**src/hw/backend_pkg.sv**
```systemverilog
package backend_pkg;

    // slots retired per cycle
    localparam int ISSUE_WIDTH = 2;

    localparam int GPR_ADDR_W = 5;
    localparam int DATA_W     = 32;

    // small CSR table, fixed addresses 0x0 to 0x7
    localparam int CSR_ADDR_W = 14;
    localparam int CSR_COUNT  = 8;

    // result of one slot as it leaves the memory stage
    typedef struct packed {
        logic                  reg_write_en;
        logic [GPR_ADDR_W-1:0] reg_write_addr;
        logic [DATA_W-1:0]     reg_write_data;
        logic                  csr_write_en;
        logic [CSR_ADDR_W-1:0] csr_write_addr;
        logic [DATA_W-1:0]     csr_write_data;
    } mem_wb_t;

    // commit record per slot
    typedef struct packed {
        logic              valid;
        logic [DATA_W-1:0] pc;
    } commit_ctrl_t;

    // register push-forward toward dispatch and the register file
    typedef struct packed {
        logic                  reg_write_en;
        logic [GPR_ADDR_W-1:0] reg_write_addr;
        logic [DATA_W-1:0]     reg_write_data;
    } reg_pf_t;

    // single CSR push-forward, one write per cycle at most
    typedef struct packed {
        logic                  csr_write_en;
        logic [CSR_ADDR_W-1:0] csr_write_addr;
        logic [DATA_W-1:0]     csr_write_data;
    } csr_pf_t;

endpackage

```
**src/hw/operand_forward.sv**
```systemverilog
`timescale 1ns/1ps

module operand_forward #(
    parameter int NUM_READ_PORTS = 4
) (
    input  logic [NUM_READ_PORTS-1:0][backend_pkg::GPR_ADDR_W-1:0] rd_addr_i,
    input  backend_pkg::reg_pf_t [backend_pkg::ISSUE_WIDTH-1:0]   reg_pf_i,
    input  logic [NUM_READ_PORTS-1:0][backend_pkg::DATA_W-1:0]     file_data_i,
    output logic [NUM_READ_PORTS-1:0][backend_pkg::DATA_W-1:0]     rd_data_o
);
    import backend_pkg::*;

    // file is written one cycle late, so the stage contents take priority
    always_comb begin
        for (int p = 0; p < NUM_READ_PORTS; p++) begin
            rd_data_o[p] = file_data_i[p];
            // ascending scan, younger slot overrides
            for (int s = 0; s < ISSUE_WIDTH; s++) begin
                if (reg_pf_i[s].reg_write_en &&
                    reg_pf_i[s].reg_write_addr == rd_addr_i[p]) begin
                    rd_data_o[p] = reg_pf_i[s].reg_write_data;
                end
            end
            // x0 stays zero even if a slot targets it
            if (rd_addr_i[p] == '0) begin
                rd_data_o[p] = '0;
            end
        end
    end

endmodule

```
**config.mk**
```make
export PLATFORM = sky130hd
export DESIGN_NAME = operand_forward
export DESIGN_NICKNAME = d
export VERILOG_FILES = /design/src/hw/backend_pkg.sv /design/src/hw/operand_forward.sv
export SDC_FILE = /design/constraint.sdc
export NUM_CORES = 1
export LEC_CHECK = 0
export BUFFER_PORTS_ARGS = -buffer_cell sky130_fd_sc_hd__buf_2
export CORE_AREA = 2 2 136 138
export DETAILED_ROUTE_END_ITERATION = 8
export DIE_AREA = 0 0 138 140
export PLACE_DENSITY = 0.55
export SLEW_MARGIN = 20
export SYNTH_ARGS = -nofsm -noshare
export SYNTH_HDL_FRONTEND = slang
export SYNTH_SLANG_ARGS = --single-unit
```
**constraint.sdc**
```tcl
create_clock -name vclk -period 1.9
set_input_delay 0.19 -clock vclk [all_inputs]
set_output_delay 0.19 -clock vclk [all_outputs]
set_load 0.01 [all_outputs]
```
# Word-level counts from Yosys, hierarchy flattened
# Index checks and enable logic that the tools add are counted.
op_classes:
  n_eq_ne: 8
  reduce_logical: 12
  mux: 12
ops:
  columns: ["op", "n"]
  rows:
  - ["$mux W32", 12]
  - ["$eq A5 B5 Y1", 8]
  - ["$logic_not A5 Y1", 4]
  - ["$logic_and A1 B1 Y1", 8]
totals:
  inputBits: 224
  word_cells: 32
  regBits: 0

# Longest topological paths before layout
logic_depth:
  ltp_word: 5
  ltp_mapped: 8

# Least setup slack after synthesis
# OpenSTA, ideal clock, no wires.
synth_timing:
  path_type: "input to output"
  start: "in reg_pf_i[34] (netlist name)"
  end: "out rd_data_o[91] (netlist name)"
  path_stages: 8
  required_ns: 1.710
  slack_ns: 0.119
  arrival_time_ns: 1.591
  path_cell_list: "buf_6 -> xnor2_2 -> nand3_1 -> or4_1 -> clkbuf_2 -> buf_6 -> a221oi_2 -> nor3_1"
synth_lines:
  columns: ["item", "line_no", "text"]
  rows:
  - ["start: declaration", "operand_forward.sv:7", "input backend_pkg::reg_pf_t [backend_pkg::ISSUE_WIDTH-1:0] reg_pf_i,"]
  - ["end: declaration", "operand_forward.sv:9", "output logic [NUM_READ_PORTS-1:0][backend_pkg::DATA_W-1:0] rd_data_o"]

==> results.toml <==
[synthesis]
postSynthCellCount = 664
yosys_warnings = 0
synthesis.area_um2 = 3470
yosysSeqAreaShare_pct = 0
synth_top_area_share_pct = 17.7
yosysTopAreaCell = "nand3_1"
ys_types = 25
syn_area_per_cell_um2 = 5.23
syn_nets = 888
yosys-top-cells-area = "nand3_1 (18%), a31oi_1 (17%), nand2_1 (15%)"

[grt]
grt_overflow_total = 0
antenna_found_initial = 1
grt_pass1_wl_um = 38500
grt_max_degree = 45
grt_usage_pct = 24.4
grt_pass1_vias = 6885

[finish]
n_sequential_cell = 0
nClkBuffers = 0
final_area_um2 = 7910
nets = 1270
instances_no_fill = 1274
ff_latch_area_um2 = 0
drive_above_1_share_pct = 60.9
fillCellCount = 1862
synthToLayoutAreaGrowth_pct = 128

[floorplan]
start_util_pct = 19.5
die_w_um = 138
die_area_um2 = 19300
core_area_um2 = 17800
row_count = 49
io_pins = 352
die_h_um = 140

[setup_path]
path_max_fanout = 6
critPathLaunchType = "input port"
crit_type = "input port to output port"
worstPathRequired_ps = 1710
arrival_ps = 1960
crit_path_end_kind = "output port"

[sta]
timing.final.crit_share_pct = 113
finalCriticalPeriod_ps = 2150
finalMaxSlewViolations = 0
finalSetupTns_ps = -14050
fin_ws_ps = -252
finalSetupViolations = 124
fmax_mhz = 465
tightest_slew_ps = 500
hold_violations = 0
rsz0062_at_grt = "true"
relSlewSlack_pct = 66.7

[power]
power.total_w = 0.00171
p_leak_nw = 3.57
vdd_ir_drop_max_uv = 103
p_per_area_nw_per_um2 = 216

[worst_hold_path]
worstHoldStart = "file_data_i[42]"
hold_end = "rd_data_o[42]"
worstHoldPathCells = 4
hp-class = "input port to output port"

[drt]
drc = 0
drt_first_pass_iters = 5
wl_per_cell_um = 22.1
ant_nets = 0
vias = 7267
first_iter_violations = 554
wl_um = 28200
vias_per_cell = 5.70

[place]
dp_cells = 1245
dpl_cell_area_um2 = 5960
gp_congestion = 0.881
place_ws_ps = -367
hpwl_um = 18600
io_buffers = 352

[job]
maxCapViolations = 0

[status]
outcome = "finished with violations"
violations = "setup timing"
-- layout by cell type, fill, tap and decap left out, types with 2 or more instances in the layout --
master / n
nand3_1: 90
xnor2_4: 4
a311oi_2: 11
a31oi_2: 4
nor2_1: 7
nand2_2: 28
buf_16: 4
xor2_1: 18
and2_1: 3
o21ai_2: 3
nor3_4: 3
a311oi_1: 17
buf_8: 11
a31oi_1: 84
a31oi_4: 8
nand3_4: 3
nor2_2: 7
o21ai_0: 72
or4_4: 3
nand2_1: 83
a221oi_2: 3
buf_2: 335
clkbuf_16: 9
buf_4: 45
buf_12: 22
xnor2_1: 5
o21ai_4: 2
nand3_2: 30
nand2_4: 26
o21ai_1: 19
nor4_2: 3
nor3_1: 5
xnor2_2: 8
buf_6: 33
xor2_2: 5
nor2_4: 23
-- critical path: stages --
cell     delay [ps]
buf_8           100
buf_6           120
xnor2_2         200
nand3_2         150
or4_4           610
buf_12          180
buf_8           130
nand2_2          50
a31oi_1          80
buf_2           140
-- what timing repair did --
item,4_1_cts,5_1_grt
cloned,7,10
resized for setup,144,205
endpoints found under the setup margin,128,128
buffers inserted,7,7
pin swaps,67,85
hold buffers,0,0
-- cell usage after synthesis --
master / count
nand2_1: 137
nand3_1: 123
a31oi_1: 96
o21ai_0: 96
clkbuf_1: 60
nor2_1: 37
a311oi_1: 29
xor2_1: 23
xnor2_1: 16
buf_2: 13
nor3_1: 8
nor4_1: 4
or4_1: 4
and2_1: 3
buf_1: 3
a221oi_1: 2
buf_6: 2
a221oi_2: 1
and3_1: 1
clkbuf_2: 1
inv_1: 1
nand4_1: 1
nor3_2: 1
or3_1: 1
xnor2_2: 1
-- logic make-up (layout without fill, tap and decap cells) --
| family | Yosys count | count (layout) | share of synthesized area (%) |
|---|---|---|---|
| and+or+nand+nor | 320 | 320 | 40.7 |
| AOI/OAI and AO/OA | 224 | 224 | 39.4 |
| buffers and inverters | 80 | 460 | 9.59 |
| xor gates and xnor gates | 40 | 40 | 10.3 |
| other | 0 | 1 | 0 |
-- final cells by class --
cell class         count  area (µm²)  area share, %
inverters              1        3.75         0.0474
well taps            229         287           3.62
repair buffers       459        3330           42.1
diodes                 1        2.50         0.0316
multi-input cells    584        4290           54.2
-- layer usage --
layer	part of all wire, %	up-vias	global-route usage (%)
met4	3.7	0	7.52
met2	50	522	43.0
met5	0	-	0
li1	-	3233	-
met3	8.4	91	3.59
met1	38	3421	30.8
-- worst max-delay path by stage --
stage | startpoint | endpoint | slack, ps | depth (start not counted)
2_1_floorplan | reg_pf_i[34] | rd_data_o[91] | 120 | 8
3_3_place_gp | reg_pf_i[33] | rd_data_o[91] | -390 | 8
3_5_place_dp | reg_pf_i[35] | rd_data_o[91] | -370 | 8
4_1_cts | reg_pf_i[33] | rd_data_o[58] | -140 | 10
5_1_grt | reg_pf_i[33] | rd_data_o[63] | -280 | 10
6_report | reg_pf_i[33] | rd_data_o[48] | -250 | 10
-- through the flow --
step / util (%) / hold slack [ps]
global route: 44.5 / 735
CTS: 38.0 / 716
floorplan: - / 524
global placement: 33.5 / 715
detailed placement: 33.5 / 712
finish: 44.5 / 717
-- where the power goes --
| group | total, W | leakage [nW] | switching, W | internal, W |
|---|---|---|---|---|
| logic | 0.00171 | 3.57 | 0.000913 | 0.000799 |
| clock network | 0.0000000000703 | 0.00000634 | 0 | 0.0000000000703 |
| registers | 0 | 0 | 0 | 0 |
| total | 0.00171 | 3.57 | 0.000913 | 0.000799 |
Note: power is estimated with default switching activity, not from simulation.
