[config.mk]
export PLATFORM = sky130hd
export DESIGN_NAME = csr_file
export DESIGN_NICKNAME = d
export VERILOG_FILES = /design/src/hw/backend_pkg.sv /design/src/hw/csr_file.sv
export SDC_FILE = /design/constraint.sdc
export NUM_CORES = 1
export LEC_CHECK = 0
export CORE_MARGIN = 5
export CORE_UTILIZATION = 54
export CTS_CLUSTER_SIZE = 40
export DETAILED_ROUTE_END_ITERATION = 8
export DONT_BUFFER_PORTS = 1
export PLACE_DENSITY = 0.79
export REMOVE_ABC_BUFFERS = 1
export SETUP_SLACK_MARGIN = 0.5
export SLEW_MARGIN = 20
export SYNTH_ARGS = -nofsm -noshare
export SYNTH_HDL_FRONTEND = slang
export SYNTH_SLANG_ARGS = --single-unit
[constraint.sdc]
create_clock -name clk -period 3.41 [get_ports clk]
set_clock_uncertainty 0.05 [all_clocks]
set_input_delay 0.1705 -clock clk [delete_from_list [all_inputs] [get_ports clk]]
set_output_delay 0.1705 -clock clk [all_outputs]
set_load 0.02 [all_outputs]
[src/hw/backend_pkg.sv]
package backend_pkg;

    // slots retired per cycle
    localparam int ISSUE_WIDTH = 2;

    localparam int GPR_ADDR_W = 5;
    localparam int DATA_W     = 32;

    // small CSR table, fixed addresses 0x0 to 0x7
    localparam int CSR_ADDR_W = 14;
    localparam int CSR_COUNT  = 8;

    // result of one slot as it leaves the memory stage
    typedef struct packed {
        logic                  reg_write_en;
        logic [GPR_ADDR_W-1:0] reg_write_addr;
        logic [DATA_W-1:0]     reg_write_data;
        logic                  csr_write_en;
        logic [CSR_ADDR_W-1:0] csr_write_addr;
        logic [DATA_W-1:0]     csr_write_data;
    } mem_wb_t;

    // commit record per slot
    typedef struct packed {
        logic              valid;
        logic [DATA_W-1:0] pc;
    } commit_ctrl_t;

    // register push-forward toward dispatch and the register file
    typedef struct packed {
        logic                  reg_write_en;
        logic [GPR_ADDR_W-1:0] reg_write_addr;
        logic [DATA_W-1:0]     reg_write_data;
    } reg_pf_t;

    // single CSR push-forward, one write per cycle at most
    typedef struct packed {
        logic                  csr_write_en;
        logic [CSR_ADDR_W-1:0] csr_write_addr;
        logic [DATA_W-1:0]     csr_write_data;
    } csr_pf_t;

endpackage

[src/hw/csr_file.sv]
`timescale 1ns/1ps

module csr_file (
    input  logic clk,
    input  logic rst_n_i,

    // write from the writeback stage
    input  backend_pkg::csr_pf_t wr_pf_i,

    // read port
    input  logic [backend_pkg::CSR_ADDR_W-1:0] rd_addr_i,
    output logic [backend_pkg::DATA_W-1:0]     rd_data_o
);
    import backend_pkg::*;

    localparam int IDX_W = $clog2(CSR_COUNT);

    logic [DATA_W-1:0] csr_q [CSR_COUNT];

    logic             wr_hit;
    logic             rd_hit;
    logic [IDX_W-1:0] wr_idx;
    logic [IDX_W-1:0] rd_idx;
    logic             bypass;

    // implemented entries sit at 0x0 .. CSR_COUNT-1
    assign wr_idx = wr_pf_i.csr_write_addr[IDX_W-1:0];
    assign rd_idx = rd_addr_i[IDX_W-1:0];
    assign wr_hit = wr_pf_i.csr_write_en &&
                    (wr_pf_i.csr_write_addr[CSR_ADDR_W-1:IDX_W] == '0);
    assign rd_hit = (rd_addr_i[CSR_ADDR_W-1:IDX_W] == '0);

    always_ff @(posedge clk) begin
        if (!rst_n_i) begin
            for (int i = 0; i < CSR_COUNT; i++) begin
                csr_q[i] <= '0;
            end
        end else if (wr_hit) begin
            csr_q[wr_idx] <= wr_pf_i.csr_write_data;
        end
    end

    // write in flight to the same entry wins
    assign bypass = wr_hit && (wr_idx == rd_idx);

    always_comb begin
        if (!rd_hit) begin
            rd_data_o = '0;
        end else if (bypass) begin
            rd_data_o = wr_pf_i.csr_write_data;
        end else begin
            rd_data_o = csr_q[rd_idx];
        end
    end

endmodule

# ---- Yosys cells after proc, flatten, opt, wreduce, memory -nomap -nowiden
# Memories as Yosys holds them, arrays and structs flattened.
# Cells that the tools add are included.
# Widths: inputs -> output; s select.
dict set report totals {
  ff_bits 0
  latchBits 0
  mem_bits_rw 256
  romBits 0
  out_inout_bits 32
  wordCells 16
  mem_count 1
}
# memory words width rd rd_ports_with_merged_regs wr line_no
set mem_list {}
lappend mem_list {csr_q 8 32 1 0 8 csr_file.sv:18} ;# logic [DATA_W-1:0] csr_q [CSR_COUNT];
dict set report op_classes {
  addsub 0
  n_mul 0
  n_div 0
  order_cmp 0
  eq_ne 1
  n_shift 0
  muxes 9
  bitwise_logic 0
  n_reduce_logical 5
}
# cell count
set ops {}
lappend ops {{$mux 32} 3}
lappend ops {{$reduce_or 32->1} 1}
lappend ops {{$logic_not 11->1} 2}
lappend ops {{$mux 1} 5}
lappend ops {{$eq 3x3->1} 1}
lappend ops {{$mux 3} 1}
lappend ops {{$logic_and 1x1->1} 2}

# ---- Logic depth before layout (Yosys ltp)
dict set report depth {
  word_depth 7
  mapped_depth 8
  ltp_nobuf 4
}

# ---- Least setup slack after synthesis
# Ideal clock, no wire load.
dict set report synth_path {
  path_type {in2reg}
  start {input wr_pf_i[40] (netlist name)}
  end {memory csr_q[2][0] (enable)}
  arrival_time_ns 2.223
  setup_slack_ns 0.743
  stages 4
  n_path_buf 1
  cell_sequence {or4_1 buf_2 nor4_1 nand2b_1}
}
# item line_no
set synth_lines {}
lappend synth_lines {{from (decl)} csr_file.sv:8} ;# input backend_pkg::csr_pf_t wr_pf_i,
lappend synth_lines {{to (decl)} csr_file.sv:18}

# ---- Final worst setup path
dict set report layout_path {
  start {input wr_pf_i[40] (netlist name)}
  end {output rd_data_o[31] (netlist name)}
}
dict set report layout_between {
  elab_chain_len 5
}
# item line_no
set layout_lines {}
lappend layout_lines {{$logic_not 11->1} csr_file.sv:30} ;# (wr_pf_i.csr_write_addr[CSR_ADDR_W-1:IDX_W] == '0);
lappend layout_lines {{$logic_and 1x1->1} csr_file.sv:29} ;# assign wr_hit = wr_pf_i.csr_write_en &&
lappend layout_lines {{$logic_and 1x1->1} csr_file.sv:44} ;# assign bypass = wr_hit && (wr_idx == rd_idx);
lappend layout_lines {{$mux 32} csr_file.sv:49} ;# end else if (bypass) begin
lappend layout_lines {{$mux 32} csr_file.sv:47} ;# if (!rd_hit) begin
lappend layout_lines {{to (decl)} csr_file.sv:12} ;# output logic [backend_pkg::DATA_W-1:0] rd_data_o
# No other way between the ends.

==> metrics.yaml <==
status:
  outcome: "finished clean"
floorplanning:
  die_w_um: 160
  die_y_um: 160
  rows: 54
  die_area_mm2: 0.0255
  initial_utilization_pct: 55.2
  io_pins: 95
  core_region_area_mm2: 0.0219
setup_path:
  path_class: "input port to primary output"
  critPathMaxFanout: 32
  cp.arrival_ns: 2.27
  worst_setup_path_end_kind: "primary output"
  crit_required_ns: 3.19
  crit_start: "wr_pf_i[40]"
  start_kind: "input port"
yosys:
  ys_ff_latch: 256
  yosys.area.top_type: "edfxtp_1"
  synthesis.area_mm2: 0.0121
  ys_warn_count: 0
  synth_area_per_cell_um2: 15.8
  synth_ff_type: "edfxtp_1"
  synth_cells: 765
  synth_cell_types: 21
  ys_top_cells_by_count: "256 x and2_1, 256 x edfxtp_1, 64 x mux4_2"
  synth_top_area_share_pct: 63.6
  synth_edf_count: 256
  synth_top_cells_by_area: "edfxtp_1 64%, and2_1 13%, mux4_2 12%, a211oi_2 3.1%, mux2i_1 2.7%"
  postSynth.asyncResetShare_pct: 0
  yosysSeqAreaShare_pct: 63.6
clocking:
  clock-root-buffer: "clkbuf_16"
  post_cts_resized: 0
  htreeDepth: 1
  clk_pin_slew_ns: 0.05
  cts_tree: "done"
  cts_max_path_buffers: 3
  cts_buffers: 26
  cts.sinks: 256
final_layout:
  largest_register_ffs: 256
  syn_to_final_growth_pct: 13.6
  nets: 874
  final_cells: 1109
  antenna_cells: 0
  reg_top3: "csr_q (256)"
  largest-register: "csr_q"
  drive_gt1_share_pct: 22.6
detailed_routing:
  post-route-drc-count: 0
  vias: 6822
  ant_nets: 0
  first_pass_iters: 7
  avgViaCountPerCell: 6.15
  drt_iter0_markers: 618
  drt-total-wl_um: 27500
  routedWlPerCell_um: 24.8
timing:
  rsz0062_at_grt: "no"
  hold_viol: 0
  clock.fmax_mhz: 401
  setup_viol: 0
  worstMarginPinSlew_ns: 0.679
  period_share_pct: 73.1
  fin_crit_ns: 2.49
  slew_violations: 0
  relSlewSlack_pct: 54.7
  final.setup.tns_ns: 0
flow_run:
  cap_violations: 0
global_route:
  first_global_vias: 7572
  grt_overflow_total: 0
  gr-usage-all-layers_pct: 21.8
  grt_pass1_wl_um: 43300
  grt_max_degree: 66
  antenna_found_initial: 1
place:
  place.port_buffers: 0
  dpl.hpwl_um: 14800
  place.gp.congestion: 0.719
  dpl.cell_count: 1031
min_path:
  hold_path.class: "input port to register"
  hp-start: "rst_n_i"
power_and_ir_drop:
  power_density_mw_per_mm2: 491
  total_power_mw: 6.73
  ir_drop_mv: 0.283
  leakagePower_nw: 4.70
-- through the flow --
step	utilization [%]	worst slack [ns]	hold slack (ns)	area (um2)
global placement	57.5	0.680	0.319	12600
finish	62.7	0.917	0.158	13700
detailed placement	57.5	0.618	0.323	12600
floorplan	-	-0.441	0.319	11800
CTS	62.6	0.612	0.151	13700
global route	62.7	0.830	0.171	13700
-- critical path, cell delays in order --
cell       delay, ns
or4_1           0.75
nand4bb_2       0.35
or2_4           0.49
a211oi_1        0.31
buf_4           0.19
-- path summary, 6_finish.rpt --
check / to / slack, ns / cells after the start
setup / recovery: rd_data_o[31] / 0.92 / 5
hold / removal: csr_q[5][14] / 0.16 / 1
-- layout make-up --
cell class / count / area, um2
Clock inverter: 12 / 106
Sequential cell: 256 / 7690
Timing Repair Buffer: 75 / 656
Fill cell: 1592 / 8170
Tap cell: 280 / 350
Clock buffer: 34 / 702
Multi-Input combinational cell: 452 / 4220
-- power by group --
| part | internal [mW] | switching [mW] |
|---|---|---|
| combinational | 0.188 | 0.196 |
| sequential | 3.61 | 0.0405 |
| clock | 1.59 | 1.11 |
-- placed cells by master, fill, tap and decap left out, types with 7 or more instances in the layout --
cell / synthesis / routed
nor4_2: 0 / 8
nand2b_1: 11 / 7
mux4_2: 64 / 64
dlygate4sd3_1: 0 / 32
buf_4: 0 / 42
mux2i_1: 32 / 32
clkbuf_1: 45 / 7
and2_1: 256 / 256
nor3_1: 33 / 33
edfxtp_1: 256 / 256
a211oi_2: 30 / 30
clkbuf_16: 0 / 27
-- kinds of logic (layout without fill, tap and decap cells) --
family	after synthesis	in the layout	synth area share [%]
buffers and inverters	57	121	2.05
AO/OA/AOI/OAI	32	32	3.23
XOR/XNOR	3	3	0.218
multiplexers	96	96	14.6
flip-flops	256	256	63.6
AND/OR/NAND/NOR	321	321	16.3
-- per-layer routing --
layer / vias to the layer above / share of wire [%] / track usage (%)
met1: 3479 / 40 / 29.7
met5: - / 0.033 / 0
li1: 2976 / - / -
met2: 309 / 50 / 36.3
met3: 56 / 7.9 / 4.06
met4: 2 / 2.0 / 5.85
-- timing repair --
item | CTS | global route
hold buffers | 32 | 0
hold endpoints to repair | 256 | 0
buffers inserted | 0 | 0
No activity file was read; power rests on OpenSTA's default activity.
