--- src/hw/backend_pkg.sv ---
package backend_pkg;

    // slots retired per cycle
    localparam int ISSUE_WIDTH = 2;

    localparam int GPR_ADDR_W = 5;
    localparam int DATA_W     = 32;

    // small CSR table, fixed addresses 0x0 to 0x7
    localparam int CSR_ADDR_W = 14;
    localparam int CSR_COUNT  = 8;

    // result of one slot as it leaves the memory stage
    typedef struct packed {
        logic                  reg_write_en;
        logic [GPR_ADDR_W-1:0] reg_write_addr;
        logic [DATA_W-1:0]     reg_write_data;
        logic                  csr_write_en;
        logic [CSR_ADDR_W-1:0] csr_write_addr;
        logic [DATA_W-1:0]     csr_write_data;
    } mem_wb_t;

    // commit record per slot
    typedef struct packed {
        logic              valid;
        logic [DATA_W-1:0] pc;
    } commit_ctrl_t;

    // register push-forward toward dispatch and the register file
    typedef struct packed {
        logic                  reg_write_en;
        logic [GPR_ADDR_W-1:0] reg_write_addr;
        logic [DATA_W-1:0]     reg_write_data;
    } reg_pf_t;

    // single CSR push-forward, one write per cycle at most
    typedef struct packed {
        logic                  csr_write_en;
        logic [CSR_ADDR_W-1:0] csr_write_addr;
        logic [DATA_W-1:0]     csr_write_data;
    } csr_pf_t;

endpackage

--- src/hw/wb_stage.sv ---
`timescale 1ns/1ps

module wb_stage (
    input  logic clk,
    input  logic rst_n_i,

    // pipeline control
    input  logic flush_i,
    input  logic pause_i,
    input  logic pause_mem_i,

    // from memory stage
    input  backend_pkg::mem_wb_t      [backend_pkg::ISSUE_WIDTH-1:0] wb_i,
    input  backend_pkg::commit_ctrl_t [backend_pkg::ISSUE_WIDTH-1:0] commit_ctrl_i,

    // registered records
    output backend_pkg::mem_wb_t      [backend_pkg::ISSUE_WIDTH-1:0] wb_o,
    output backend_pkg::commit_ctrl_t [backend_pkg::ISSUE_WIDTH-1:0] commit_o,
    output logic                                                     commit_new_o,

    // push-forward
    output backend_pkg::reg_pf_t      [backend_pkg::ISSUE_WIDTH-1:0] reg_pf_o,
    output backend_pkg::csr_pf_t                                     csr_pf_o
);
    import backend_pkg::*;

    // clear beats hold, hold beats load
    always_ff @(posedge clk) begin
        if (!rst_n_i || flush_i || pause_mem_i) begin
            wb_o         <= '0;
            commit_o     <= '0;
            commit_new_o <= 1'b0;
        end else if (pause_i) begin
            // records stay, but nothing new to retire
            commit_new_o <= 1'b0;
        end else begin
            wb_o         <= wb_i;
            commit_o     <= commit_ctrl_i;
            commit_new_o <= 1'b1;
        end
    end

    // one register push-forward per slot
    for (genvar s = 0; s < ISSUE_WIDTH; s++) begin : g_reg_pf
        assign reg_pf_o[s].reg_write_en   = wb_o[s].reg_write_en;
        assign reg_pf_o[s].reg_write_addr = wb_o[s].reg_write_addr;
        assign reg_pf_o[s].reg_write_data = wb_o[s].reg_write_data;
    end

    // lowest slot with a CSR write gets the port
    always_comb begin
        csr_pf_o = '0;
        for (int s = ISSUE_WIDTH - 1; s >= 0; s--) begin
            if (wb_o[s].csr_write_en) begin
                csr_pf_o.csr_write_en   = 1'b1;
                csr_pf_o.csr_write_addr = wb_o[s].csr_write_addr;
                csr_pf_o.csr_write_data = wb_o[s].csr_write_data;
            end
        end
    end

endmodule

--- config.mk ---
export PLATFORM = sky130hd
export DESIGN_NAME = wb_stage
export DESIGN_NICKNAME = d
export VERILOG_FILES = /design/src/hw/backend_pkg.sv /design/src/hw/wb_stage.sv
export SDC_FILE = /design/constraint.sdc
export NUM_CORES = 1
export LEC_CHECK = 0
export BUFFER_PORTS_ARGS = -buffer_cell sky130_fd_sc_hd__buf_2
export CAP_MARGIN = 30
export CORE_AREA = 3 3 236 238
export DETAILED_ROUTE_END_ITERATION = 12
export DIE_AREA = 0 0 239 241
export GPL_ROUTABILITY_DRIVEN = 0
export SLEW_MARGIN = 0
export SYNTH_ARGS = -nofsm -noshare
export SYNTH_HDL_FRONTEND = slang
export SYNTH_SLANG_ARGS = --single-unit
--- constraint.sdc ---
create_clock -name clk -period 2.55 [get_ports clk]
set_input_delay 0.51 -clock clk [delete_from_list [all_inputs] [get_ports clk]]
set_output_delay 0.51 -clock clk [all_outputs]
set_load 0.05 [all_outputs]
* Yosys cells after proc, flatten, opt, wreduce, memory -nomap -nowiden
Index checks and enable logic that the tools add are counted.
** Word-level totals
- Output and inout port bits :: 360
- Flip-flop bits (word level) :: 237
- Input port bits :: 241
- Word-level logic and storage cells :: 23
** Operators by class
- Mux-type cells :: 3
- Reduce and logical (&&, ||, !) cells :: 3
** Operator list (number)
- $mux 47 :: 2
- $logic_or 1x1->1 :: 2
- $logic_not 1->1 :: 1
- $mux 1 :: 1

* Longest topological paths before layout
- Depth after elaboration :: 3
- Gate-level depth with buffers :: 5
- Depth with buffers taken out :: 2

* Worst setup path after synthesis
OpenSTA, ideal clock, no wires.
- Path kind :: reg-to-output
- Start :: reg wb_o[46] (netlist bit)
- End :: out csr_pf_o[31] (netlist bit)
- Data arrival time :: 1.982 ns
- Slack :: 0.058 ns
- Stages on the path, launching flop included :: 4
- Data required time :: 2.040 ns
- Path buffers :: 2
- Cells stage by stage :: dfxtp_1 -> clkbuf_1 -> clkbuf_1 -> o21ai_0
** RTL lines
- start, declared :: line wb_stage.sv:17 : output backend_pkg::mem_wb_t [backend_pkg::ISSUE_WIDTH-1:0] wb_o,
- start signal, assigned :: line wb_stage.sv:37 : wb_o <= wb_i;
- end, declared :: line wb_stage.sv:23 : output backend_pkg::csr_pf_t csr_pf_o

==> metrics list <==
- In this run the number of H-tree levels came out at 1.
- The number of nets in the synthesized netlist is roughly 1100.
- Setup TNS: 0 ns
* Detailed Place HPWL: 26520 um
- FILL cells: 5803
- CP Capture Type: output pin
* Worst slack on hold paths: 0.2045 ns
- Wirelength, routed: between 30000 and 40000 um
- Summed over its instances, the top area cell type makes up 49.71% of the synthesized netlist area.
- Summing the areas of all compound-gate instances in the mapped netlist gives 4.143% of the synthesized area.
* Number of standard-cell rows in the floorplan: 85
- Met2 routed wirelength: 16790 um
- TritonCTS built the clock tree.
- TritonCTS created 27 clock buffers.
* Kind of start point of the critical path: flop
- Crit path kind: flop to output pin
- The finished layout holds between 2000 and 2500 standard cells, fillers aside.
* Number of violations of the max-capacitance limit: 0
- Die Y: roughly 240 um
- For the finished layout, the period the worst path requires is 2.423 ns.
* Max Clk Rate: 412.7 MHz
- Via count of the first global-routing pass: 8046
- In the detailed route, the total length drawn on met3 is 2511 um.
- The initial utilization of the core area, before any placement, comes to 17.74%.
* Post-synthesis cell type count: 14
* Biggest cell delay along the critical path: 0.43 ns
- Fraction of the cycle the final worst path needs: 95.02%
- Buffer depth of the longest clock path: 3
- Of the total synthesized cell area, the portion taken by AND, OR, NAND and NOR gates is about a tenth.
* Final routed wire length divided by cell count: 15.51 um
- The tree is rooted in a sky130_fd_sc_hd__clkbuf_16.
- Static leakage: 0.007295 uW
- In this run the worst path has a maximum fanout of 29.
* Synth Cell Area: 9544 sq um
- Finished Cell Area: ~14000 sq um
* Total track usage: roughly a tenth
- Part of the Yosys area used for sequential elements: 49.71%
- The clock drives 237 sinks.
- The placed instances occupy a cell area of 12660 sq um.
- Setup repair after global routing missed its margin: false
* Max Clock Skew: 0 ns
- Dividing the detail-routed via count by the number of cells gives 3.916.
* Number of cells in the design after placement: about 2100
- The number of max-slew violations in the final report is 0.
- In this run the remaining antenna-violating nets after routing total 0.
- For this run, the detailed router's first-pass iteration total came to 5.
- The detailed router placed 8407 vias in this run.
- For the worst setup path, the data required time is roughly 2.0 ns.
- For the pin with the worst max-slew slack, the measured transition is 0.5939 ns.
* Count of unresolved DRC violations after routing: 0
* Post-Synth Adder-Cell Area: 0%
- Multiplexer cells account for 24.75% of the synthesized area.
- Source-to-sink clock delay at the later pin of the worst-skew pair: 0.53 ns
- During I/O placement, the number of pins put on the boundary was 601.
- Routed length on met1: 13050 um
* Yosys reg bits: around 240
* Buf+Inv Stages, Crit Path: 2
- For this block, the initial DRC count from the detailed router was 257.
- Hold violation total from the final report: 0
- Global-route wire length before repair: 46510 um
- Crit path DAT: approximately 1.9 ns
- After floorplanning, the core was sized to cover 53810 sq um.
* Dominant combinational cell family by area after synthesis: multiplexers
* Path type of the worst min-delay path: input port to flop
* Synth Instances: roughly 900
- Sequential Area: approximately 4700 sq um
- Summed over all layers, the global routing overflow is 0.
* Area added between synthesis and finish: 42.72%
* Max rail drop VDD: ~500 uV
- Library cell occupying the most area in the post-synthesis netlist: sky130_fd_sc_hd__dfxtp_1
- Setup violations remaining at the end of the flow were counted as 0.
* Post-layout net count: 1671
- Cts-stage hold buffer count: 0
- During placement, the flow inserted port buffers numbering 600.
* Fraction of layout cells with a size suffix above 1: 47.31%
- Measured along the x axis, the die boundary spans ~240 um.
* Synthesized area divided by synthesized cell count: 10.57 sq um
* Top Metal Used: met5
- In the post-synthesis netlist, the biggest area contributors are sky130_fd_sc_hd__dfxtp_1 50%, sky130_fd_sc_hd__mux2i_1 25%, sky130_fd_sc_hd__nor2_1 9.3%.
- The number of antenna violations at the first check in global routing was 3.
- Entering global routing, the biggest net connects slightly below 60 pins.
- The run finished with clean final reports.
- Xor and xnor fraction of the mapped netlist area: 0%
- For this design, the slowest cell found on the critical path is sky130_fd_sc_hd__dfxtp_4.
* Die ar.: 57600 sq um
* Clock transition at the registers of the reported paths: around 0.060 ns
* Max-slew headroom at the worst pin: around 60%
- For this run, the number of Yosys warnings is 0.
- Area occupied by multi-input gates: between 3000 and 4000 sq um
* Cell area power density: between 600 and 700 nW/um^2
- Ordered cell list for the critical path: nor2b_4, buf_4, a22o_1, buf_2
- The kind of cell with the highest combined delay along the critical path is buffers and inverters.
==> worst paths after layout <==
| check | start | endpoint | slack, ns | cells after the start |
|---|---|---|---|---|
| worst max-delay path | wb_o[46] | csr_pf_o[30] | 0.13 | 4 |
| worst min-delay path | wb_i[33] | wb_o[33] | 0.20 | 3 |
| worst max register to register | wb_o[131] | wb_o[131] | 1.72 | 3 |
| worst min register to register | commit_o[24] | commit_o[24] | 0.49 | 2 |
==> sequential cells by signal, indices dropped and copies added, names as in the netlist <==
name / flops
reg_pf_o: 76
wb_o: 94
commit_new_o: 1
commit_o: 66
==> layer usage <==
layer	track usage, %	vias up
li1	-	3998
met1	11.75	3966
met2	19.09	389
met3	2.423	50
met4	3.647	4
met5	0	-
==> area by class of cell <==
type	count	area share, %
Clock buffer	41	6.007
Tap cell	696	6.393
Antenna cell	1	0.01837
Timing Repair Buffer	638	24.58
Sequential cell	237	34.86
Multi-Input combinational cell	526	27.11
Clock inverter	8	1.029
==> power by group <==
part / leakage [uW] / switching [uW] / internal, uW
sequential: 0.00192 / 60.9 / 3770
clock: 0.000476 / 1490 / 2600
combinational: 0.00490 / 663 / 397
total: 0.00730 / 2220 / 6770
==> metrics by stage <==
stage / total power [uW] / util (%) / worst slack [ns]
floorplan: 4643 / - / 0.05794
global placement: 4968 / 23.52 / 0.5781
detailed placement: 4982 / 23.52 / 0.5421
CTS: 9131 / 25.31 / 0.07017
global route: 9347 / 25.31 / 0.002623
finish: 8985 / 25.31 / 0.1269
==> Yosys cell counts <==
master,number
sky130_fd_sc_hd__buf_4,82
sky130_fd_sc_hd__o21ai_0,2
sky130_fd_sc_hd__nand2_1,4
sky130_fd_sc_hd__or2_2,1
sky130_fd_sc_hd__buf_6,5
sky130_fd_sc_hd__or3b_4,1
sky130_fd_sc_hd__clkbuf_8,21
sky130_fd_sc_hd__nor2_1,237
sky130_fd_sc_hd__buf_2,26
sky130_fd_sc_hd__a22o_1,44
sky130_fd_sc_hd__dfxtp_1,237
sky130_fd_sc_hd__mux2i_1,236
sky130_fd_sc_hd__clkbuf_1,6
sky130_fd_sc_hd__nor2b_1,1
==> cell families after synthesis <==
| kind of cell | after synthesis |
|---|---|
| flops | 237 |
| compound gates | 46 |
| buf+inv | 140 |
| simple gates | 244 |
| mux | 236 |
==> placed cells by master, fill, tap and decap left out, types with 4 or more instances in the layout <==
master and count:
sky130_fd_sc_hd__a22o_1 44, sky130_fd_sc_hd__buf_12 4, sky130_fd_sc_hd__buf_2 599, sky130_fd_sc_hd__buf_4 34, sky130_fd_sc_hd__bufinv_16 4, sky130_fd_sc_hd__clkbuf_1 5
sky130_fd_sc_hd__clkbuf_16 27, sky130_fd_sc_hd__clkbuf_8 9, sky130_fd_sc_hd__clkinv_2 4, sky130_fd_sc_hd__dfxtp_1 236, sky130_fd_sc_hd__mux2i_1 236, sky130_fd_sc_hd__nand2_1 4
sky130_fd_sc_hd__nor2_1 237
==> repair_timing <==
action,4_1_cts,5_1_grt
resized for setup,1,0
endpoints found under the setup margin,36,0
buffers inserted,0,0
==> worst register-to-register path, delay by kind of cell (launching register included) <==
| kind | cells | cell delay, ns |
|---|---|---|
| multiplexers | 1 | 0.17 |
| buffers and inverters | 1 | 0.18 |
| AND/OR/NAND/NOR | 1 | 0.05 |
| flip-flops | 1 | 0.31 |
(Power assumes the default switching activity.)
