$ cat src/hw/backend_pkg.sv
package backend_pkg;

    // slots retired per cycle
    localparam int ISSUE_WIDTH = 2;

    localparam int GPR_ADDR_W = 5;
    localparam int DATA_W     = 32;

    // small CSR table, fixed addresses 0x0 to 0x7
    localparam int CSR_ADDR_W = 14;
    localparam int CSR_COUNT  = 8;

    // result of one slot as it leaves the memory stage
    typedef struct packed {
        logic                  reg_write_en;
        logic [GPR_ADDR_W-1:0] reg_write_addr;
        logic [DATA_W-1:0]     reg_write_data;
        logic                  csr_write_en;
        logic [CSR_ADDR_W-1:0] csr_write_addr;
        logic [DATA_W-1:0]     csr_write_data;
    } mem_wb_t;

    // commit record per slot
    typedef struct packed {
        logic              valid;
        logic [DATA_W-1:0] pc;
    } commit_ctrl_t;

    // register push-forward toward dispatch and the register file
    typedef struct packed {
        logic                  reg_write_en;
        logic [GPR_ADDR_W-1:0] reg_write_addr;
        logic [DATA_W-1:0]     reg_write_data;
    } reg_pf_t;

    // single CSR push-forward, one write per cycle at most
    typedef struct packed {
        logic                  csr_write_en;
        logic [CSR_ADDR_W-1:0] csr_write_addr;
        logic [DATA_W-1:0]     csr_write_data;
    } csr_pf_t;

endpackage

$ cat src/hw/commit_tracker.sv
`timescale 1ns/1ps

module commit_tracker (
    input  logic clk,
    input  logic rst_n_i,

    input  backend_pkg::commit_ctrl_t [backend_pkg::ISSUE_WIDTH-1:0] commit_i,
    input  logic                                                     commit_new_i,

    output logic [63:0]                      retired_o,
    output logic [backend_pkg::DATA_W-1:0]   last_pc_o
);
    import backend_pkg::*;

    localparam int CNT_W = $clog2(ISSUE_WIDTH + 1);

    logic [CNT_W-1:0]  valid_cnt;
    logic [DATA_W-1:0] young_pc;

    // count valid slots, youngest valid pc wins
    always_comb begin
        valid_cnt = '0;
        young_pc  = last_pc_o;
        for (int s = 0; s < ISSUE_WIDTH; s++) begin
            if (commit_i[s].valid) begin
                valid_cnt = valid_cnt + 1'b1;
                young_pc  = commit_i[s].pc;
            end
        end
    end

    // held records are not counted again
    always_ff @(posedge clk) begin
        if (!rst_n_i) begin
            retired_o <= '0;
            last_pc_o <= '0;
        end else if (commit_new_i) begin
            retired_o <= retired_o + 64'(valid_cnt);
            last_pc_o <= young_pc;
        end
    end

endmodule

$ cat config.mk
export PLATFORM = sky130hd
export DESIGN_NAME = commit_tracker
export DESIGN_NICKNAME = d
export VERILOG_FILES = /design/src/hw/backend_pkg.sv /design/src/hw/commit_tracker.sv
export SDC_FILE = /design/constraint.sdc
export NUM_CORES = 1
export LEC_CHECK = 0
export BUFFER_PORTS_ARGS = -buffer_cell sky130_fd_sc_hd__clkbuf_2
export CORE_MARGIN = 2
export CORE_UTILIZATION = 40
export CTS_CLUSTER_DIAMETER = 80
export DETAILED_ROUTE_END_ITERATION = 16
export PLACE_DENSITY = 0.64
export RECOVER_POWER = 25
export SYNTH_ARGS = -nofsm -noshare
export SYNTH_HDL_FRONTEND = slang
export SYNTH_SLANG_ARGS = --single-unit
$ cat constraint.sdc
create_clock -name clk -period 3.4 [get_ports clk]
set_input_delay 0 -clock clk [delete_from_list [all_inputs] [get_ports clk]]
set_output_delay 0 -clock clk [all_outputs]
set_load 0.02 [all_outputs]
# == After elaboration in Yosys (flattened, before gate mapping) ==
# Index checks and enable logic that the tools add are counted.
# word_totals
register_bits,96
input_bits,69
out_inout_bits,96
# op_classes
add_sub_neg,2
mux,4
n_reduce_logical,2
# ops
cell,count
64-bit by 2-bit adder with 64-bit output,1
32-bit two-way mux,2
"2-bit by 1-bit adder with 2-bit output, second input constant",1
2-bit two-way mux,1
2-bit AND reduction,1
2-bit nonzero test,1
1-bit two-way mux,1

# == Logic depth before layout (Yosys ltp) ==
# Gate-level depths: netlist (run 1).
# logic_depth
depth_word,4
mapped_depth,14

# == Least setup slack after synthesis (run 1) ==
# No wires, ideal clock.
# synth_path
path_type,input to register
start,input port commit_i[65] (netlist bit)
end,register retired_o[60]
setup_ns,0.070
arrival_ns,3.105
path_slack_ns,0.224
path_stages,13
path_buffers,3
path_cell_list,clkbuf_1 clkbuf_1 inv_1 ha_1 ha_1 inv_1 fa_1 nand4b_2 nor4_2 nand4_1 clkbuf_1 or4_1 a21oi_1
# synth_between
elab_chain_len,2
# synth_lines
element,line_no,source
start: declaration,commit_tracker.sv:7,"input backend_pkg::commit_ctrl_t [backend_pkg::ISSUE_WIDTH-1:0] commit_i,"
2-bit two-way mux,commit_tracker.sv:25,if (commit_i[s].valid) begin
64-bit by 2-bit adder with 64-bit output,commit_tracker.sv:38,retired_o <= retired_o + 64'(valid_cnt);
end signal: assignment,commit_tracker.sv:38,
end: declaration,commit_tracker.sv:10,"output logic [63:0] retired_o,"
# Every way passes these cells.
# A chain may end at the register's enable or synchronous reset.

# == Worst setup path in the final report (run 1) ==
# layout_path
start,register retired_o[0]
end,register retired_o[40]
# layout_between
elab_chain_len,1
# layout_lines
element,line_no
64-bit by 2-bit adder with 64-bit output,commit_tracker.sv:38
# Every way passes these cells.

==> results.cfg, run 1 <==
[global_route]
antenna_found_initial = 0
grt_pass1_wl_mm = 20.4
grt_pass1_vias = 4298
grt.overflow.total = 0
grt_start_max_net_pins = 65
grtUsageTotal_pct = 21.8

[timing]
max_freq_mhz = 343
worst_slew_pin_slew_ns = 1.27
final-setup-viol-count = 0
slew_viol_final = 0
worst_slew_margin_rel_pct = 15.1
setup_tns_ns = 0
finalHoldViolCount = 0
finalHoldWorstSlack_ns = 0.0162
final_period_minus_worst_setup_slack_ns = 2.91
finalCritPeriodShare_pct = 85.7
finalClockSkew_ns = 0.00600
rsz0062_at_grt = no

[drt]
residual_antenna_violating_net_count_after_detailed_routing = 0
vias_per_cell = 5.31
drt_drc_violations_left = 0
route.final.wire_length_mm = 12.7
detailedRoute.firstIterationViolations = 272
drt_first_pass_iters = 5
vias = 4604
post_drt_wl_per_cell_um = 14.6

[synth]
synth_flop_cell = sky130_fd_sc_hd__dfxtp_1
synth.distinct_cells = 34
ys_seq_elements = 96
synthCells = 507
postSynthNetCount = 581
syn-cell-area_um2 = 4400
post_synth.cell_area_avg_um2 = 8.67
synth_largest_area_cell = sky130_fd_sc_hd__dfxtp_1
yosys.area.top_type_share_pct = 43.7
yosys-top-cells-count = sky130_fd_sc_hd__dfxtp_1, sky130_fd_sc_hd__nor2_1, sky130_fd_sc_hd__a211oi_1, sky130_fd_sc_hd__mux2i_1, sky130_fd_sc_hd__a21oi_1
ys_warn_count = 0
synth_sequential_area_ratio_pct = 43.7
synth_enable_flop_cells = 0
synth_most_common_cell = sky130_fd_sc_hd__dfxtp_1
postSynth.asyncResetShare_pct = 0
synth_area_leaders = sky130_fd_sc_hd__dfxtp_1, sky130_fd_sc_hd__mux2i_1, sky130_fd_sc_hd__nor2_1, sky130_fd_sc_hd__a211oi_1, sky130_fd_sc_hd__xor2_1

[critical_path]
critical_path.top_delay_family = simple AND/OR/NAND/NOR gates
cp_max_fo = 11
reg2reg_from = retired_o[0]
worst_ep_arrival_ns = 3.22
path_buf_inv = 2
crit_chain = ha_1, inv_1, fa_1, nand4b_2, nor4_2, buf_4, nand4_1, or4b_1, a21oi_1
worst-endpoint-required_ns = 3.70
r2r_cells = 9
endpoint_kind = flop
timing_worst_setup_path_type = flop to flop
cp-start-kind = flop
critPathMaxStageDelay_ns = 0.57
regToRegEndpoint = retired_o[40]
timing.critical_path.slowest_stage_cell = sky130_fd_sc_hd__or4b_1
r2r_setup_slack_ns = 0.49

[floorplanning]
starting_density_of_the_core_pct = 40.7
die_width_um = 109
core_um2 = 10800
fp.dieH_um = 109
io_pins = 165
placement_rows = 38
die_area_um2 = 11800

[hold_path]
min_delay_worst_endpoint = last_pc_o[0]
whs_path_depth = 3
worst_hold_startpoint = commit_i[0]
worstHoldPathType = primary input to flop

[placed_design]
port_buffers = 164
dp_hpwl_mm = 8.23
place_congestion = 0.757

[cts]
clk_transition_reported_paths_ns = 0.09
clock_tree_from_tritoncts = done
htreeDepth = 3
ctsLongestPathBuffers = 2
ctsRootBufferMaster = sky130_fd_sc_hd__clkbuf_8
worst_skew_pair.late_latency_ns = 0.37
cts.sinks = 96
cts-buffers-inserted = 9
cts_post_setup_buffers_inserted = 0

[power_and_ir_drop]
power.static_leakage_nw = 2.41
p_total_mw = 2.21
areal_power_density_over_the_cells_nw_per_um2 = 363
worst_ir_drop_vdd_uv = 191

[finish]
share_of_final_layout_standard_cells_stronger_than_drive_strength_1_pct = 19.7
insertedDiodeCount = 0
finalNetCount = 799
flow.area_growth_from_synthesis_pct = 38.5

[flow_run]
timing.max_cap.violations = 0

[status]
run_status = complete, no violations
## registers in the layout, summed over array words and instances, names as in the netlist
name and cells:
retired_o 64, last_pc_o 32
## tightest hold or removal path: cells and delay by family
| kind | cells | cell delay (ns) |
|---|---|---|
| multiplexers | 1 | 0.14 |
| AO/OA/AOI/OAI | 1 | 0.11 |
| buffers and inverters | 1 | 0.08 |
## report_power, final
part | total (mW) | leakage (nW) | internal, mW | switching, mW
Combinational | 0.309 | 1.54 | 0.147 | 0.162
Clock | 0.725 | 0.0884 | 0.349 | 0.375
Sequential | 1.18 | 0.781 | 1.16 | 0.0203
## how the worst max path moves through the flow
| stage | start | to | slack (ns) | depth (start not counted) |
|---|---|---|---|---|
| floorplan | commit_i[65] | retired_o[60] | 0.22 | 13 |
| global placement | commit_i[65] | retired_o[40] | 0.57 | 12 |
| detailed placement | commit_i[65] | retired_o[40] | 0.46 | 12 |
| CTS | retired_o[0] | retired_o[40] | 0.48 | 9 |
| global route | retired_o[0] | retired_o[40] | 0.22 | 9 |
| finish | retired_o[0] | retired_o[40] | 0.49 | 9 |
## metal layers
metal / part of all wire (%) / routed length, um / global-route usage [%] / vias to the layer above
li1: - / - / - / 2271
met1: 43 / 5400 / 26.9 / 2165
met2: 49 / 6190 / 36.5 / 153
met3: 6.5 / 821 / 4.90 / 15
met4: 2.0 / 251 / 9.25 / 0
met5: 0 / 0 / 0 / -
## placed cells by master, fill, tap and decap left out, drive strengths merged, types with 2 or more instances in the layout
master / count
or4: 11
nor2: 79
buf: 7
dlygate4sd3: 62
o21ai: 19
ha: 4
inv: 13
a21oi: 32
or3: 19
nor3: 6
dfxtp: 96
o31ai: 11
nor2b: 2
nand3: 26
mux2i: 33
nand2: 24
xor2: 22
xnor2: 8
clkbuf: 176
nand4: 20
a211oi: 33
nor4: 7
and3: 9
## layout make-up
| cell class | count | area [um2] |
|---|---|---|
| Fill cell | 976 | 4700 |
| Multi-Input combinational cell | 372 | 2330 |
| Inverter | 13 | 48.8 |
| Clock buffer | 12 | 145 |
| Sequential cell | 96 | 1920 |
| Tap cell | 140 | 175 |
| Timing Repair Buffer | 233 | 1430 |
| Clock inverter | 1 | 30.0 |
## logic make-up after synthesis
kind of cell	count (synthesis)	share of synthesized area, %
simple gates	207	24.2
compound gates	97	13.7
flops	96	43.7
buf+inv	39	3.33
mux	33	7.52
xor+xnor	30	5.98
fa+ha+maj	5	1.59
## metrics by stage
step | instance area, um2 | setup slack [ns] | cells | utilization [%]
6_report | 6090 | 0.486 | 867 | 56.4
4_1_cts | 6150 | 0.475 | 867 | 57.0
3_3_place_gp | 5350 | 0.574 | 792 | 49.6
5_1_grt | 6090 | 0.225 | 867 | 56.4
3_5_place_dp | 5350 | 0.463 | 792 | 49.6
2_1_floorplan | 4400 | 0.224 | 507 | -
## what timing repair did
action	4_1_cts	5_1_grt
hold buffers	62	0
setup endpoints to repair	0	0
hold endpoints to repair	33	0
gates resized for setup	0	0
Note: power is estimated with default switching activity, not from simulation.
==> run 2: changes to the inputs <==
==> constraint.sdc (replaced) <==
create_clock -name clk -period 3.4 [get_ports clk]
set_input_delay 0.68 -clock clk [delete_from_list [all_inputs] [get_ports clk]]
set_output_delay 0.68 -clock clk [all_outputs]
set_load 0.02 [all_outputs]
==> results.cfg, run 2 (synthesis results as in run 1) <==
[cts]
ctsRootBufferMaster = sky130_fd_sc_hd__clkbuf_8
cts.sinks = 96
worst_skew_pair.late_latency_ns = 0.36
clock_tree_from_tritoncts = done
cts_post_setup_buffers_inserted = 0
htreeDepth = 3
cts-buffers-inserted = 9
ctsLongestPathBuffers = 2
clk_transition_reported_paths_ns = 0.08
ctsResizeCount = 0
post_cts_hold_buffer_count = 0

[placed_design]
dp_hpwl_mm = 8.16
port_buffers = 164
place_congestion = 0.778

[finish]
share_of_final_layout_standard_cells_stronger_than_drive_strength_1_pct = 22.4
largest_reg_flops = 64
mostFrequentLayoutCells = sky130_fd_sc_hd__clkbuf_2, sky130_fd_sc_hd__dfxtp_1, sky130_fd_sc_hd__nor2_1, sky130_fd_sc_hd__clkbuf_1
insertedDiodeCount = 0
top_register = retired_o
final_common_cell = sky130_fd_sc_hd__clkbuf_2
finalNetCount = 742
flow.area_growth_from_synthesis_pct = 26.5
reg.largest.list = retired_o (64), last_pc_o (32)

[timing]
worst_slew_margin_rel_pct = 6.15
rsz0062_at_grt = no
slew_viol_final = 0
finalClockSkew_ns = 0.0111
final_period_minus_worst_setup_slack_ns = 3.01
worst_slew_pin_slew_ns = 1.41
final-setup-viol-count = 0
finalCritPeriodShare_pct = 88.6
finalHoldViolCount = 0
max_freq_mhz = 332
setup_tns_ns = 0

[flow_run]
timing.max_cap.violations = 0

[global_route]
grtUsageTotal_pct = 18.5
grt_pass1_wl_mm = 17.6
grt.overflow.total = 0
grt_pass1_vias = 3857
grt_start_max_net_pins = 65
antenna_found_initial = 0

[floorplanning]
starting_density_of_the_core_pct = 40.7
io_pins = 165
die_width_um = 109
placement_rows = 38
fp.dieH_um = 109
die_area_um2 = 11800
core_um2 = 10800

[drt]
residual_antenna_violating_net_count_after_detailed_routing = 0
vias_per_cell = 5.25
post_drt_wl_per_cell_um = 13.5
m1WireLength_mm = 4.89
routed_met3_length_um = 685
length_of_routed_met2_wiring_mm = 5.26
drt_drc_violations_left = 0
vias = 4266
detailedRoute.firstIterationViolations = 186
top_signal_layer_used = met4
route.final.wire_length_mm = 11.0
drt_first_pass_iters = 5

[critical_path]
critPathMaxStageDelay_ns = 0.51
endpoint_kind = flop
r2r_cells = 9
critical_path.top_delay_family = simple AND/OR/NAND/NOR gates
cp_max_fo = 22
timing_worst_setup_path_type = primary input to flop
worst-path-stages = 12
cp-start-kind = primary input
crit_chain = clkbuf_2, inv_1, ha_1, ha_1, inv_1, fa_1, nand4b_4, nor4_4, nand4_1, buf_4, or4_1, a21oi_1
worst-endpoint-required_ns = 3.67
worst_ep_arrival_ns = 3.28
path_buf_inv = 4
timing.critical_path.slowest_stage_cell = sky130_fd_sc_hd__or4_1

[status]
run_status = complete, no violations

[power_and_ir_drop]
worst_ir_drop_vdd_uv = 226
p_total_mw = 2.17
areal_power_density_over_the_cells_nw_per_um2 = 390
power.static_leakage_nw = 2.23

[hold_path]
worstHoldPathType = flop to flop
whs_path_depth = 2
[run 2: cell count changes in the layout (fill, tap and decap cells not counted), sizes merged]
cell	previous run	this run
clkbuf	176	177
clkinv	0	2
buf	7	12
dlygate4sd3	62	0
[run 2: path summary, 6_finish.rpt]
| path | slack (ns) | start | endpoint |
|---|---|---|---|
| worst max-delay path | 0.39 | commit_i[65] | retired_o[62] |
| worst min-delay path | 0.48 | retired_o[63] | retired_o[63] |
| worst max register to register | 0.74 | retired_o[0] | retired_o[62] |
| worst min register to register | 0.48 | retired_o[63] | retired_o[63] |
[run 2: through the flow]
step	setup WS (ns)	hold WS, ns	utilization (%)	instance area, um2	instances
after detailed placement	0.0167	0.472	50.2	5420	797
final	0.389	0.479	51.5	5560	813
after global placement	0.0942	0.460	50.2	5420	797
after CTS	0.399	0.485	52.1	5620	813
after global routing	0.216	0.510	51.5	5560	813
after floorplan	0.0106	0.551	-	4440	507
[run 2: power by group]
part           internal [mW]  total, mW  switching, mW  leakage, nW
Sequential              1.16       1.18         0.0186        0.781
Clock                  0.379      0.766          0.387        0.103
Combinational         0.0909      0.230          0.140         1.34
[run 2: layout make-up]
cell class                      count  area (um2)
Sequential cell                    96        1920
Tap cell                          140         175
Multi-Input combinational cell    372        2350
Timing Repair Buffer              176         865
Clock inverter                      3        40.0
Fill cell                        1024        5230
Clock buffer                       13         159
Inverter                           13        48.8
[run 2: worst min-delay path, delay by kind of cell (launching register included)]
kind / cells / cell delay [ns]
DFF: 1 / 0.32
AOI/OAI and AO/OA: 2 / 0.11
[run 2: layer usage]
metal | vias up | global-route usage [%]
li1 | 2149 | -
met5 | - | 0
met1 | 1966 | 22.8
met4 | 0 | 7.23
met2 | 140 | 31.1
met3 | 11 | 4.60
